[src/rtl/fft_pkg.sv]
package fft_pkg;

    //////////////////////////////////////////////////////////////////////
    // widths and counts
    //////////////////////////////////////////////////////////////////////

    localparam int SAMPLE_W = 16;
    // one guard bit above and one below the sample
    localparam int WIDE_W   = 18;
    localparam int N_POINTS = 16;
    localparam int N_BFLY   = 8;
    localparam int N_STAGES = 4;
    localparam int IDX_W    = 4;
    localparam int TW_W     = 3;

    //////////////////////////////////////////////////////////////////////
    // types
    //////////////////////////////////////////////////////////////////////

    typedef logic signed [SAMPLE_W-1:0] sample_t;
    typedef logic signed [WIDE_W-1:0]   wide_t;
    // Q16, 1.0 is 0x10000
    typedef logic signed [WIDE_W-1:0]   coef_t;
    typedef sample_t                    sample_frame_t [N_POINTS];
    typedef logic [IDX_W-1:0]           idx_t;
    typedef logic [TW_W-1:0]            tw_idx_t;

    typedef enum logic [2:0] {
        S_IDLE   = 3'd0,
        S_STAGE1 = 3'd1,
        S_STAGE2 = 3'd2,
        S_STAGE3 = 3'd3,
        S_STAGE4 = 3'd4,
        S_DONE   = 3'd7
    } fft_state_e;

    //////////////////////////////////////////////////////////////////////
    // twiddles, cos and -sin of 2*pi*k/16
    //////////////////////////////////////////////////////////////////////

    localparam coef_t W_REAL [N_BFLY] = '{
        18'sh10000, 18'sh0EC83, 18'sh0B504, 18'sh061F7,
        18'sh00000, 18'sh39E09, 18'sh34AFC, 18'sh3137D
    };

    localparam coef_t W_IMAG [N_BFLY] = '{
        18'sh00000, 18'sh39E09, 18'sh34AFC, 18'sh3137D,
        18'sh30000, 18'sh3137D, 18'sh34AFC, 18'sh39E09
    };

endpackage

[src/rtl/fft_input_buffer.sv]
`timescale 1ns/1ps

module fft_input_buffer (
    input  logic                   clk,
    input  logic                   rst,
    input  fft_pkg::sample_t       fir_d,
    input  logic                   fir_valid,
    output fft_pkg::sample_frame_t frame,
    output logic                   frame_ready
);
    import fft_pkg::*;

    idx_t wr_ptr;

    // slot counter wraps after slot 15 on its own
    always_ff @(posedge clk or posedge rst) begin
        if (rst) begin
            wr_ptr      <= '0;
            frame_ready <= 1'b0;
        end else begin
            frame_ready <= fir_valid && (wr_ptr == idx_t'(N_POINTS - 1));
            if (fir_valid) begin
                wr_ptr <= wr_ptr + 1'b1;
            end
        end
    end

    always_ff @(posedge clk) begin
        if (fir_valid) begin
            frame[wr_ptr] <= fir_d;
        end
    end

    // a full frame needs 16 samples, so never two ready pulses back to back
    a_ready_single: assert property (
        @(posedge clk) disable iff (rst)
        frame_ready |=> !frame_ready
    );

endmodule

[config.mk]
export PLATFORM = sky130hd
export DESIGN_NAME = fft_input_buffer
export DESIGN_NICKNAME = d
export VERILOG_FILES = /design/src/rtl/fft_pkg.sv /design/src/rtl/fft_input_buffer.sv
export SDC_FILE = /design/constraint.sdc
export NUM_CORES = 1
export LEC_CHECK = 0
export BUFFER_PORTS_ARGS = -buffer_cell sky130_fd_sc_hd__buf_2
export CORE_MARGIN = 5
export CORE_UTILIZATION = 49
export CTS_CLUSTER_DIAMETER = 30
export CTS_CLUSTER_SIZE = 28
export DETAILED_ROUTE_END_ITERATION = 8
export PLACE_DENSITY = 0.81
export SLEW_MARGIN = 0
export SYNTH_ARGS = -nofsm -noshare
export SYNTH_HDL_FRONTEND = slang
export SYNTH_SLANG_ARGS = --single-unit
[constraint.sdc]
create_clock -name clk -period 2 [get_ports clk]
set_input_delay 0.3 -clock clk [delete_from_list [all_inputs] [get_ports clk]]
set_output_delay 0.3 -clock clk [all_outputs]
set_load 0.01 [all_outputs]
==> metrics.md, run 1 <==
| Metric | Value |
|---|---|
| Max Transition Viols Final | 0 |
| Clock transition at the registers of the reported paths | 0.06 ns |
| Fin crit period | 1.634 ns |
| RSZ-0062 raised after global routing | no |
| Root cell of the clock tree | clkbuf_16 |
| Leakage Power | 0.004408 µW |
| Global-route wire length before repair | 30970 µm |
| Synthesized instance count | 296 |
| Commonest non-fill, non-tap cell in the layout | buf_2 |
| Die H | 138.3 µm |
| Worst path slowest cell | dfrtp_1 |
| Clk sinks | 261 |
| R2R Path End | frame[151] |
| Total number of vias | 4477 |
| Power Density | 1339 nW/µm² |
| Peak VDD IR | 0.8360 mV |
| Synth Register Bits | 261 |
| Grt met3 use | 7.148% |
| Nets | 661 |
| ANT cells | 0 |
| Status | finished clean |
| Avg Synthesized Cell Area | 27.25 µm² |
| Wirelength per Cell | 24.30 µm |
| Mapped Nets | 319 |
| Reg-to-reg setup timing slack | 0.37 ns |
| Initial antenna violation count | 0 |
| Crit. path cell count | 4 |
| Worst path bufs/invs | 2 |
| Mapped Area | 8066 µm² |
| Worst Path Arrival | 1.84 ns |
| Total wire length | 21560 µm |
| Drt drc | 0 |
| Layout fillers | 1053 |
| Gr usage total | 22.09% |
| Overall die width | 138.3 µm |
| Worst Hold Slack | 0.07692 ns |
| Ys Warns | 0 |
| Startpoint Class | register |
| Max cap viols | 0 |
| Post-cts hold buffer count | 1 |
| # placed instances | 816 |
| Tcrit/Tclk final | 81.69% |
| Reg2reg path depth | 4 |
| Final Hold Viols | 0 |
| Final setup vio count | 0 |
| Largest net degree at the start of global routing | 17 |
| Worst min path class | input port to register |
| Vias in the first global route | 4607 |
| Setup CP Type | register to register |
| CTS resizes | 0 |
| Setup bufs post-CTS | 0 |
| Skew-Pair Late Insertion Delay | 0.51 ns |
| CTS Buf Count | 39 |
| CTS tree | done |
| DRT iter0 DRCs | 364 |
| Initial Utilization | 49.34% |
| DR pass1 iterations | 5 |
| Required @ worst endpoint | 2.21 ns |
| Core ar. | 16350 µm² |
| Clk buf depth | 3 |
| Critical Path Source | wr_ptr[0] |
| Register area | 7812 µm² |
| Cell variety after synth | 14 |
| Grt peak-use layer | met2 |
| I/O Pins | 276 |
| Row count | 47 |
| Buffers added on ports | 275 |
| Measured slew at the worst slew-check pin | 0.3568 ns |
| Met1 Usage GRT | 29.41% |
| Most frequent cells in the layout | 275 x buf_2, 256 x edfxtp_1, 39 x clkbuf_16, 24 x buf_4, 16 x and2_1 |
| DRT antenna net count | 0 |
| Final Skew | 0.01869 ns |
| Family with the most delay on the worst path | flip-flops |
| Share of layout cells above drive strength 1 | 55.47% |
| Sequential area share after synthesis | 96.85% |
| Final std cells w/o fill | 887 |
| Vias per inst | 5.047 |
| Reg-to-Reg Start | wr_ptr[0] |
| Grt met2 use | 35.02% |
| Area grow syn2layout | 40.58% |
| H-tree depth | 2 |
| Total grt overflow | 0 |
| RD Place Congestion | 0.8186 |
| CP Capture Type | register |
| Crit-path cells | inv_1 > ha_1 > and2_1 > buf_12 |
| Worst setup path endpoint | frame[151] |
| Worst slew margin | 76.22% |
| Crit Path Max Fanout | 11 |
| Biggest cell delay along the critical path | 0.45 ns |
| Detailed placement HPWL | 14450 µm |
| Die Area | 19130 µm² |
| Setup TNS | 0 ns |
| Achievable Freq | 612.0 MHz |
| Multi-input logic area | 231.5 µm² |
## worst min-delay path by stage
stage	start	depth (start not counted)	slack, ns	to
detailed placement	rst	2	0.23	frame_ready
global placement	rst	2	0.20	frame_ready
global route	fir_valid	2	0.09	wr_ptr[0]
finish	fir_valid	2	0.08	wr_ptr[0]
CTS	fir_valid	2	0.05	wr_ptr[0]
floorplan	rst	1	0.08	frame_ready
## power breakdown
group	internal (µW)	total (µW)	switching [µW]
Clock	4510	7060	2550
Combinational	446	1330	883
Sequential	6590	6800	210
Total	11500	15200	3640
## worst reg2reg max path, stage by stage, from the launching register on
cell     delay (ns)
dfrtp_1        0.45
inv_1          0.12
ha_1           0.20
and2_1         0.36
buf_12         0.20
## sequential cells by signal (all words and copies together) (netlist names)
register / cells
frame: 256
wr_ptr: 4
frame_ready: 1
## kinds of logic after synthesis
kind of cell	Yosys count	synth area share, %
AOI/OAI and AO/OA	1	0.06198
xor gates and xnor gates	3	0.3258
adders and majority gates	4	0.6205
buffers and inverters	4	0.2792
DFF	261	96.85
and+or+nand+nor	23	1.862
## layer usage
metal,routed length [µm],up-vias,part of all wire (%)
li1,-,1878,-
met1,8475,2254,39
met2,10440,313,48
met3,2132,32,9.9
met4,505,0,2.3
met5,0,-,0
## through the flow
| step | power, µW | worst slack (ns) | util (%) | instance area (µm²) |
|---|---|---|---|---|
| final | 15180 | 0.3661 | 69.36 | 11340 |
| after global routing | 15680 | 0.3108 | 69.36 | 11340 |
| after CTS | 15290 | 0.3754 | 69.36 | 11340 |
| after detailed placement | 8220 | 0.4101 | 60.72 | 9927 |
| after global placement | 8156 | 0.4808 | 60.72 | 9927 |
| after floorplan | 7379 | 0.5160 | - | 8066 |
## Yosys cell counts
cell | instances | area, µm²
nor3b_2 | 1 | 12.51
ha_1 | 4 | 50.05
xnor2_1 | 2 | 17.52
inv_1 | 3 | 11.26
dfrtp_1 | 5 | 125.1
o21ai_0 | 1 | 5.000
xor2_1 | 1 | 8.760
buf_6 | 1 | 11.26
edfxtp_1 | 256 | 7687
and2_1 | 16 | 100.1
and3b_1 | 2 | 17.52
nand2_1 | 2 | 7.510
and3_1 | 1 | 6.260
nand4_1 | 1 | 6.260
## cell type report
type	count	area share (%)
Clock inverter	30	3.641
Clock buffer	40	8.728
Sequential cell	261	68.90
Multi-Input combinational cell	31	2.041
Timing Repair Buffer	302	14.17
Inverter	3	0.09931
Tap cell	220	2.427
Power figures use the tool's default switching activity.
==> run 2, diff against run 1 <==
--- a/config.mk
+++ b/config.mk
@@ -7,11 +7,11 @@
 export LEC_CHECK = 0
 export BUFFER_PORTS_ARGS = -buffer_cell sky130_fd_sc_hd__buf_2
 export CORE_MARGIN = 5
-export CORE_UTILIZATION = 49
+export CORE_UTILIZATION = 44
 export CTS_CLUSTER_DIAMETER = 30
 export CTS_CLUSTER_SIZE = 28
 export DETAILED_ROUTE_END_ITERATION = 8
-export PLACE_DENSITY = 0.81
+export PLACE_DENSITY = 0.77
 export SLEW_MARGIN = 0
 export SYNTH_ARGS = -nofsm -noshare
 export SYNTH_HDL_FRONTEND = slang
==> constraint.sdc (replaced) <==
create_clock -name clk -period 1.4 [get_ports clk]
set_input_delay 0.21 -clock clk [delete_from_list [all_inputs] [get_ports clk]]
set_output_delay 0.21 -clock clk [all_outputs]
set_load 0.01 [all_outputs]
==> metrics.md, run 2 (same netlist as run 1, synthesis figures left out) <==
| Metric | Value |
|---|---|
| Status | complete, but fails checks |
| Violated checks | setup timing |
| Total number of vias | 4458 |
| Fin crit period | 1.410 ns |
| Worst slew margin | 80.14% |
| Required @ worst endpoint | 1.59 ns |
| Die Area | 21140 µm² |
| Global-route wire length before repair | 32100 µm |
| Gr usage total | 20.49% |
| H-tree depth | 2 |
| Sequential power share | 43.8% |
| Reg2reg path depth | 3 |
| Achievable Freq | 709.1 MHz |
| Wirelength per Cell | 24.38 µm |
| Leakage Power | 0.004557 µW |
| CP Capture Type | register |
| Vias in the first global route | 4761 |
| Initial Utilization | 44.75% |
| Startpoint Class | register |
| DRT iter0 DRCs | 239 |
| Largest net degree at the start of global routing | 17 |
| Layout fillers | 1195 |
| Psw | 5103 µW |
| Hold Path Sink | wr_ptr[1] |
| Clk sinks | 261 |
| Reg-to-Reg Start | wr_ptr[2] |
| Comb pwr share | 11.0% |
| Buffers added on ports | 275 |
| Measured slew at the worst slew-check pin | 0.2979 ns |
| Die H | 145.4 µm |
| Clock transition at the registers of the reported paths | 0.05 ns |
| R2R Path End | frame[71] |
| Max Transition Viols Final | 0 |
| Area grow syn2layout | 46.42% |
| Biggest regs | frame x256, wr_ptr x4, frame_ready x1 |
| Flip-flop count of the largest register after layout | 256 |
| Worst Path Arrival | 1.60 ns |
| DP Worst Slack | -0.01424 ns |
| RD Place Congestion | 0.8506 |
| Initial antenna violation count | 2 |
| Max cap viols | 0 |
| Commonest non-fill, non-tap cell in the layout | buf_2 |
| Final setup vio count | 15 |
| Cell depth of the worst hold path | 2 |
| Final Hold Viols | 0 |
| RSZ-0062 raised after global routing | yes |
| ANT cells | 0 |
| HP Start | fir_valid |
| Drt drc | 0 |
| Sw Share | 23.01% |
| Clk network pwr share | 45.2% |
| Most frequent cells in the layout | 275 x buf_2, 256 x edfxtp_1, 42 x clkbuf_16, 26 x buf_12, 15 x and2_4 |
| Final core occ | 65.53% |
| Peak VDD IR | 1.299 mV |
| I/O Pins | 276 |
| Core ar. | 18020 µm² |
| Clk buf depth | 3 |
| Total wire length | 22210 µm |
| DRT antenna net count | 0 |
| Internal | 17080 µW |
| DR pass1 iterations | 4 |
| Detailed placement HPWL | 15240 µm |
| CTS tree | done |
| Skew-Pair Late Insertion Delay | 0.50 ns |
| Vias per inst | 4.894 |
| Root cell of the clock tree | clkbuf_16 |
| Final Skew | 0.02659 ns |
| Nets | 675 |
| CTS Buf Count | 41 |
| Overall die width | 145.4 µm |
| Share of layout cells above drive strength 1 | 59.38% |
| Most flops, register | frame |
| Final worst slack | -0.01030 ns |
| Worst min path class | input port to register |
| Reg-to-reg setup timing slack | -0.01 ns |
| Crit Path Max Fanout | 12 |
| Power Density | 1878 nW/µm² |
| Tcrit/Tclk final | 100.7% |
| Setup CP Type | register to register |
| Total grt overflow | 0 |
| Row count | 49 |
-- run 2: power by group through the flow --
stage               Combinational, µW  Sequential [µW]  Clock (µW)
floorplan                         496            10100           0
global placement                 2230             9830           0
detailed placement               2310             9840           0
CTS                              2450             9720       10200
global route                     2580             9760       10600
finish                           2440             9720       10000
-- run 2: final cells by class --
cell class,instances,area [µm²],share of cell area [%]
Sequential cell,261,7816,66.18
Timing Repair Buffer,314,2014,17.06
Clock buffer,47,1070,9.057
Clock inverter,26,322.8,2.733
Multi-Input combinational cell,31,290.3,2.458
Tap cell,229,286.5,2.426
Inverter,3,11.26,0.09534
-- run 2: routing by layer --
layer / GRT usage [%] / wire, µm
met1: 24.49 / 8014
met2: 33.53 / 11220
met3: 8.564 / 2381
met4: 7.556 / 574
met5: 0 / 21
-- run 2: metrics by stage --
stage | total power, µW | hold WS, ns | instances | TNS (ns) | area [µm²]
floorplan | 10550 | -0.01148 | 296 | 0 | 8087
CTS | 22340 | 0.03110 | 911 | -0.1084 | 11790
detailed placement | 12150 | 0.1515 | 834 | -0.1808 | 10330
global route | 22950 | 0.03003 | 911 | -1.937 | 11810
finish | 22180 | 0.05475 | 911 | -0.06711 | 11810
global placement | 12060 | 0.1537 | 834 | 0 | 10330
-- run 2: critical path, stage by stage, from the launching register on --
cell and delay, ns:
dfrtp_2 0.45, and3b_2 0.29, and2_4 0.18, buf_12 0.16
-- run 2: worst max path at each step --
stage | from | end
after CTS | wr_ptr[3] | frame[135]
after floorplan | wr_ptr[2] | frame[64]
final | wr_ptr[2] | frame[71]
after global routing | wr_ptr[2] | frame[245]
after detailed placement | wr_ptr[0] | frame[94]
after global placement | wr_ptr[0] | frame[94]
-- run 2: timing repair --
item	in CTS	in global routing
pin swaps	5	4
buffers inserted	2	0
resized for setup	22	10
setup endpoints to repair	141	184
gates cloned	0	0
hold buffers	2	0
endpoints found under the hold margin	6	0
