`src/rtl/fft_pkg.sv`:
```
package fft_pkg;

    //////////////////////////////////////////////////////////////////////
    // widths and counts
    //////////////////////////////////////////////////////////////////////

    localparam int SAMPLE_W = 16;
    // one guard bit above and one below the sample
    localparam int WIDE_W   = 18;
    localparam int N_POINTS = 16;
    localparam int N_BFLY   = 8;
    localparam int N_STAGES = 4;
    localparam int IDX_W    = 4;
    localparam int TW_W     = 3;

    //////////////////////////////////////////////////////////////////////
    // types
    //////////////////////////////////////////////////////////////////////

    typedef logic signed [SAMPLE_W-1:0] sample_t;
    typedef logic signed [WIDE_W-1:0]   wide_t;
    // Q16, 1.0 is 0x10000
    typedef logic signed [WIDE_W-1:0]   coef_t;
    typedef sample_t                    sample_frame_t [N_POINTS];
    typedef logic [IDX_W-1:0]           idx_t;
    typedef logic [TW_W-1:0]            tw_idx_t;

    typedef enum logic [2:0] {
        S_IDLE   = 3'd0,
        S_STAGE1 = 3'd1,
        S_STAGE2 = 3'd2,
        S_STAGE3 = 3'd3,
        S_STAGE4 = 3'd4,
        S_DONE   = 3'd7
    } fft_state_e;

    //////////////////////////////////////////////////////////////////////
    // twiddles, cos and -sin of 2*pi*k/16
    //////////////////////////////////////////////////////////////////////

    localparam coef_t W_REAL [N_BFLY] = '{
        18'sh10000, 18'sh0EC83, 18'sh0B504, 18'sh061F7,
        18'sh00000, 18'sh39E09, 18'sh34AFC, 18'sh3137D
    };

    localparam coef_t W_IMAG [N_BFLY] = '{
        18'sh00000, 18'sh39E09, 18'sh34AFC, 18'sh3137D,
        18'sh30000, 18'sh3137D, 18'sh34AFC, 18'sh39E09
    };

endpackage

```
`src/rtl/fft_output_ctrl.sv`:
```
`timescale 1ns/1ps

module fft_output_ctrl (
    input  logic                   clk,
    input  logic                   rst,
    input  logic                   result_ready,
    input  fft_pkg::sample_frame_t bins_real,
    input  fft_pkg::sample_frame_t bins_imag,
    input  logic                   fir_valid,
    output fft_pkg::sample_frame_t fft_d,
    output logic                   fft_valid,
    output logic                   done
);
    import fft_pkg::*;

    logic ready_d1;
    logic ready_d2;
    // 0 real beat, 1 imag beat
    logic imag_sel;

    logic fir_d1;
    logic valid_d1;
    logic in_end;
    logic out_end;
    logic drain;
    logic drain_hit;

    //////////////////////////////////////////////////////////////////////
    // two-beat output
    //////////////////////////////////////////////////////////////////////

    always_ff @(posedge clk or posedge rst) begin
        if (rst) begin
            ready_d1 <= 1'b0;
            ready_d2 <= 1'b0;
            imag_sel <= 1'b0;
        end else begin
            ready_d1 <= result_ready;
            ready_d2 <= ready_d1;
            if (result_ready || ready_d1) begin
                imag_sel <= !imag_sel;
            end
        end
    end

    always_ff @(posedge clk) begin
        if (result_ready || ready_d1) begin
            for (int i = 0; i < N_POINTS; i++) begin
                fft_d[i] <= imag_sel ? bins_imag[i] : bins_real[i];
            end
        end
    end

    assign fft_valid = ready_d1 || ready_d2;

    //////////////////////////////////////////////////////////////////////
    // end of stream
    //////////////////////////////////////////////////////////////////////

    always_ff @(posedge clk or posedge rst) begin
        if (rst) begin
            fir_d1   <= 1'b0;
            valid_d1 <= 1'b0;
            drain    <= 1'b0;
            done     <= 1'b0;
        end else begin
            fir_d1   <= fir_valid;
            valid_d1 <= fft_valid;
            done     <= drain_hit;
            if (drain_hit) begin
                drain <= 1'b0;
            end else if (in_end) begin
                drain <= 1'b1;
            end
        end
    end

    assign in_end  = fir_d1 && !fir_valid;
    assign out_end = valid_d1 && !fft_valid;
    // input fall on the same edge still counts
    assign drain_hit = (drain || in_end) && out_end;

    a_valid_two_beats: assert property (
        @(posedge clk) disable iff (rst)
        fft_valid ##1 fft_valid |=> !fft_valid
    );

endmodule

```
`config.mk`:
```
export PLATFORM = sky130hd
export DESIGN_NAME = fft_output_ctrl
export DESIGN_NICKNAME = d
export VERILOG_FILES = /design/src/rtl/fft_pkg.sv /design/src/rtl/fft_output_ctrl.sv
export SDC_FILE = /design/constraint.sdc
export NUM_CORES = 1
export LEC_CHECK = 0
export BUFFER_PORTS_ARGS = -buffer_cell sky130_fd_sc_hd__buf_2
export CAP_MARGIN = 5
export CORE_AREA = 2 2 302 304
export DETAILED_ROUTE_END_ITERATION = 7
export DIE_AREA = 0 0 304 306
export SETUP_SLACK_MARGIN = 0.4
export SLEW_MARGIN = 20
export SYNTH_ARGS = -nofsm -noshare
export SYNTH_HDL_FRONTEND = slang
export SYNTH_SLANG_ARGS = --single-unit
```
`constraint.sdc`:
```
create_clock -name clk -period 10 [get_ports clk]
set_clock_uncertainty 0.15 [all_clocks]
set_input_delay 0.5 -clock clk [delete_from_list [all_inputs] [get_ports clk]]
set_output_delay 0.5 -clock clk [all_outputs]
set_load 0.05 [all_outputs]
```
==> results of run 1 <==
==> state kept, by name, summed over array words and instances (netlist names) <==
name / count
ready_d1: 1
imag_sel: 1
ready_d2: 1
done: 1
fft_d: 256
valid_d1: 1
drain: 1
fir_d1: 1
==> layout make-up <==
class / count / area, sq um
sequential: 263 / 7870
tap: 1176 / 1470
inverter: 3 / 11.3
fill: 9673 / 71500
clock buffer: 45 / 858
timing repair buffer: 783 / 3980
multi-input combinational: 262 / 3790
clock inverter: 9 / 103
antenna: 3 / 7.51
==> how the worst max path moves through the flow <==
stage | start | end
final | result_ready | fft_d[178]
after global routing | result_ready | fft_d[203]
after CTS | result_ready | fft_d[218]
after detailed placement | result_ready | fft_d[201]
after global placement | result_ready | fft_d[195]
after floorplan | result_ready | fft_d[0]
==> worst max-delay path: stages <==
cell and delay (ns):
dlygate4sd3_1 0.52, buf_2 0.11, or2_4 0.36, buf_4 0.62, buf_4 0.75
==> report_power, final <==
group	internal, mW	leakage [nW]	total (mW)	switching (mW)
Sequential	1.59	2.69	1.72	0.132
Clock	0.640	0.465	1.09	0.450
Combinational	0.880	5.12	2.41	1.53
Total	3.11	8.27	5.23	2.12
==> synthesized netlist by cell type <==
library cell    n  area, sq um
nand2b_1        1         6.26
buf_12          1         20.0
mux2_4        230         3450
buf_8          11          165
mux2_2         26          293
inv_1           3         11.3
edfxtp_1      256         7690
buf_6          15          169
a2bb2oi_1       1         8.76
or2_2           2         12.5
xor2_1          1         8.76
buf_2           2         10.0
dfrtp_1         7          175
a211oi_1        1         7.51
==> stage by stage <==
step                util [%]  setup WS (ns)
floorplan                  -           5.73
global placement        19.1           6.93
detailed placement      19.1           6.93
CTS                     20.2           7.04
global route            20.2           6.88
finish                  20.2           7.03
==> logic make-up after synthesis <==
logic type / Yosys count / share of synthesized area (%)
buffers and inverters: 32 / 3.12
muxes: 256 / 31.1
AOI/OAI and AO/OA: 2 / 0.135
xor gates and xnor gates: 1 / 0.0728
DFF: 263 / 65.4
and+or+nand+nor: 3 / 0.156
==> routing by layer <==
metal  vias to the layer above  GRT usage, %  wire length (um)
met4                         2          3.96              1570
met3                        63          2.94              4310
li1                       3763             -                 -
met1                      3755          9.26             15400
met2                       485          14.4             20400
met5                         -             0                13
==> reports/results.ini, run 1 <==
[worst_setup_path]
end_kind=flop
crit_fanout=66
worstPathArrival_ns=3.03
start_kind=input port
reg2reg_from=ready_d1
required_ns=10.06
r2r_setup_slack_ns=7.20
r2r_end=fft_d[178]
reg2reg_depth=3
critical_path_class=input port to flop

[placed_design]
io_buffers=773
place_hpwl_mm=34.0
placedCellCount=2483
place_area_sq_um=17100
place.gp.congestion=0.801

[floorplanning]
dieWidth_um=304
core-area_sq_um=89600
chipHeight_um=306
io_pins=774
start_util_pct=13.4
dieArea_sq_um=93000
rows=110

[synth]
syn-num-nets=1073
synth-seq-cells=263
synth_area_sq_um=12000
syn-mean-instance-area_sq_um=21.6
synth_seq_area_share_pct=65.4
netlist-cell-type-count=14
ys_warn_count=0
postSynthCellCount=557

[route]
drc_errors=0
vias=8068
wl_per_cell_um=16.4
finalWirelength_mm=41.8
drt_iter0_drc=408
ant_nets=0
dr.pass1.iters=4
vias_per_cell=3.17

[power]
peakVddDrop_mv=0.226
total_power_mw=5.23
power.density_nw_per_um2=289
leakage_nw=8.27

[cts]
root_buffer=clkbuf_16
cts.htree.levels=1
post_cts_resized=0
clock_sinks=263
postCtsSetupBuffers=0
cts_buffers=31
cts_tree=yes
cts_buffer_depth=3
ctsHoldBuffers=4
insertion_delay_ns=0.58
clkTransAtPathRegs_ns=0.06

[outcome]
outcome=complete, no violations

[cells_and_area]
final_cell_mix=buf_2 (773), edfxtp_1 (256), mux2_4 (230)
nets=1860
final_common_cell=buf_2
areaGrowthSynthToFinish_pct=50.4
finalNonFillerCells=2544
drive_above_1_share_pct=79.0
final_cell_area_sq_um=18100

[sta]
hold_viol_final=0
rsz0062_at_grt=no
slew_headroom_pct=25.4
timing.fmax_ghz=0.336
setup_violations=0
whs_ns=0.0564
setup_tns_ns=0
period_needed_ns=2.97
slew_viol_final=0
period_share_pct=29.7
worst-slew-pin-transition_ns=1.12

[worst_hold_path]
worstHoldStart=bins_real[170]
hold_path_depth=2
min_to=fft_d[170]
hold_class=input port to flop

[global_route]
grt_pass1_vias=8430
grt_max_degree=118
grt_first_pass_wirelength_mm=57.1
grt-ovfl-total=0
grt_usage_pct=8.39
antenna_found_initial=9

[flow_run]
maxCapViolations=0

No activity file was read; power rests on OpenSTA's default activity.
==> inputs of run 2 (changes only) <==
ABC_AREA = 1   (was unset)
CORE_AREA = 2 2 299 301   (was 2 2 302 304)
DIE_AREA = 0 0 301 303   (was 0 0 304 306)
clock period = 2.9 ns   (was 10 ns; I/O delays follow)
==> run 2 against run 1 <==
Effect of this change: final cell count is 41% higher; count of clock-buffer cells in the layout fell by 7; synthesized cell count grew 99%; cell area is 25% higher; global-route usage rose by 2.2 points; critical path depth grew 1; clock power rose to 3.5 times the previous value; largest cell class is now buffers.
==> reports/results.ini, run 2 <==
[worst_setup_path]
start_kind=flop  ; was input port
end_kind=flop  ; unchanged
critical_path_class=flop to flop  ; was input port to flop
worstPathArrival_ns=2.61  ; was 3.03 ns
required_ns=3.08  ; was 10.06 ns
crit_fanout=46  ; was 66

[floorplanning]
core-area_sq_um=88000  ; was 89600 sq um
start_util_pct=12.8  ; was 13.4%
chipHeight_um=303  ; was 306 um
rows=109  ; was 110
dieWidth_um=301  ; was 304 um
dieArea_sq_um=91200  ; was 93000 sq um
io_pins=774  ; unchanged

[cells_and_area]
finalNonFillerCells=3588  ; was 2544
drive_above_1_share_pct=35.0  ; was 79.0%
final_cell_mix=nand2_1 (775), buf_2 (773), dlygate4sd3_1 (516)  ; was buf_2 (773), edfxtp_1 (256), mux2_4 (230)
nets=2915  ; was 1860
largest_register=fft_d  ; unchanged
final_common_cell=nand2_1  ; was buf_2
areaGrowthSynthToFinish_pct=101  ; was 50.4%
final_cell_area_sq_um=22600  ; was 18100 sq um
largest_register_ffs=256  ; unchanged
fill_cells=9150  ; was 9673

[sta]
hold_viol_final=0  ; unchanged
slew_viol_final=0  ; unchanged
worst-slew-pin-transition_ns=0.584  ; was 1.12 ns
setup_violations=0  ; unchanged
rsz0062_at_grt=no  ; unchanged
whs_ns=0.0637  ; was 0.0564 ns
worst_slack_ns=0.471  ; was 7.03 ns
period_needed_ns=2.43
period_share_pct=83.8
slew_headroom_pct=61.1  ; was 25.4%
timing.fmax_ghz=0.412

[outcome]
outcome=complete, no violations  ; unchanged

[global_route]
antenna_found_initial=2  ; was 9
grt_max_degree=99  ; was 118
top_usage_layer=met2  ; unchanged
grt_usage_pct=10.6  ; was 8.39%
grt_first_pass_wirelength_mm=73.0  ; was 57.1 mm
met3_usage_pct=3.44  ; was 2.94%
use_met1_pct=11.4  ; was 9.26%
grt_pass1_vias=12900  ; was 8430
grt-ovfl-total=0  ; unchanged
use_met2_pct=18.6  ; was 14.4%

[placed_design]
place_hpwl_mm=36.0  ; was 34.0 mm
pre_cts_slack_ns=1.02  ; was 6.93 ns
io_buffers=773  ; unchanged
place_area_sq_um=16500  ; was 17100 sq um
place.gp.congestion=0.885  ; was 0.801
placedCellCount=3013  ; was 2483

[route]
finalWirelength_mm=53.5  ; was 41.8 mm
drt_iter0_drc=961  ; was 408
dr.pass1.iters=6  ; was 4
vias=13000  ; was 8068
ant_nets=0  ; unchanged
drc_errors=0  ; unchanged
wl_per_cell_um=14.9  ; was 16.4 um
vias_per_cell=3.61  ; was 3.17

[synth]
synth_edf_count=256  ; unchanged
post-synth-top-count-cell=nand2_1  ; was edfxtp_1
yosysTopAreaCell=edfxtp_1  ; unchanged
postSynthCellCount=1107  ; was 557
syn-num-nets=1623  ; was 1073
ys_async_sr_fraction_pct=2.66  ; unchanged
synthTopCellsByArea=edfxtp_1 (68%), nand2_1 (26%), buf_6 (2.3%)  ; was edfxtp_1 (64%), mux2_4 (29%), mux2_2 (2.4%)
netlist-cell-type-count=11  ; was 14
synth_area_sq_um=11300  ; was 12000 sq um
synth-seq-cells=263  ; unchanged
synth_top_area_share_pct=68.2  ; was 63.9%
synth_seq_area_share_pct=69.8  ; was 65.4%
synth_common_cells=nand2_1 (775), edfxtp_1 (256), buf_2 (27)  ; was edfxtp_1 (256), mux2_4 (230), mux2_2 (26)
ys.flop_type=edfxtp_1  ; unchanged
ys_warn_count=0  ; unchanged
syn-mean-instance-area_sq_um=10.2  ; was 21.6 sq um

[flow_run]
maxCapViolations=0  ; unchanged

[cts]
clock_sinks=263  ; unchanged
clkTransAtPathRegs_ns=0.06  ; about the same
cts.htree.levels=1  ; unchanged
cts_tree=yes  ; unchanged
cts_buffer_depth=3  ; unchanged
insertion_delay_ns=0.60  ; was 0.58 ns
root_buffer=clkbuf_16  ; unchanged
cts_buffers=31  ; unchanged

[power]
peakVddDrop_mv=0.435  ; was 0.226 mV
leakage_nw=11.0  ; was 8.27 nW
power.density_nw_per_um2=663  ; was 289 nW/um^2
total_power_mw=15.0  ; was 5.23 mW

[worst_hold_path]
hold_class=input port to flop  ; unchanged

==> run 2: power breakdown <==
part,switching [mW],total (mW),internal [mW]
Sequential,0.256,5.25,5.00
Clock,1.60,3.80,2.20
Combinational,3.88,5.97,2.08
==> run 2: area by class of cell <==
class	count	area (sq um)	area share (%)
antenna	2	5.00	0.0221
inverter	8	46.3	0.204
sequential	263	7870	34.7
clock inverter	17	158	0.696
tap	1165	1460	6.44
multi-input combinational	779	2930	12.9
clock buffer	38	802	3.54
timing repair buffer	1316	9370	41.4
==> run 2: timing repair <==
action                     4_1_cts  5_1_grt
hold endpoints to repair       271        0
gates resized for setup          0        2
setup endpoints to repair        0       45
hold buffers                   516        0
setup buffers                    0        1
==> run 2: per-stage QoR <==
step	util (%)	setup TNS, ns
2_1_floorplan	-	-514.86
3_3_place_gp	18.7	0
3_5_place_dp	18.7	0
4_1_cts	25.7	0
5_1_grt	25.7	0
6_report	25.7	0
==> run 2: path summary, 6_finish.rpt <==
| path | from | endpoint | slack [ns] | depth (start not counted) |
|---|---|---|---|---|
| worst max-delay path | imag_sel | fft_d[219] | 0.47 | 6 |
| worst min-delay path | fir_valid | fir_d1 | 0.06 | 2 |
| worst max register to register | imag_sel | fft_d[219] | 0.47 | 6 |
| worst min register to register | ready_d1 | ready_d2 | 0.27 | 0 |
| max in group asynchronous | rst | imag_sel | 1.92 | 4 |
| min in group asynchronous | rst | ready_d2 | 0.44 | 4 |
==> run 2: kinds of logic after synthesis <==
group                  after synthesis  share of synthesized area [%]
AND/OR/NAND/NOR                    778                           25.9
flip-flops                         263                           69.8
buffers and inverters               65                           4.25
AO/OA/AOI/OAI                        1                         0.0444
==> run 2: layer usage <==
layer / vias up / wire length (um)
li1: 6134 / -
met2: 719 / 25900
met3: 131 / 5330
met5: - / 0
met1: 5976 / 19800
met4: 0 / 2490
==> run 2: critical path, stage by stage, from the launching register on <==
cell and delay, ns:
dfrtp_4 0.57, clkinv_8 0.19, buf_16 0.22, buf_12 0.20, nand2_1 0.12, nand2_1 0.05, dlygate4sd3_1 0.55
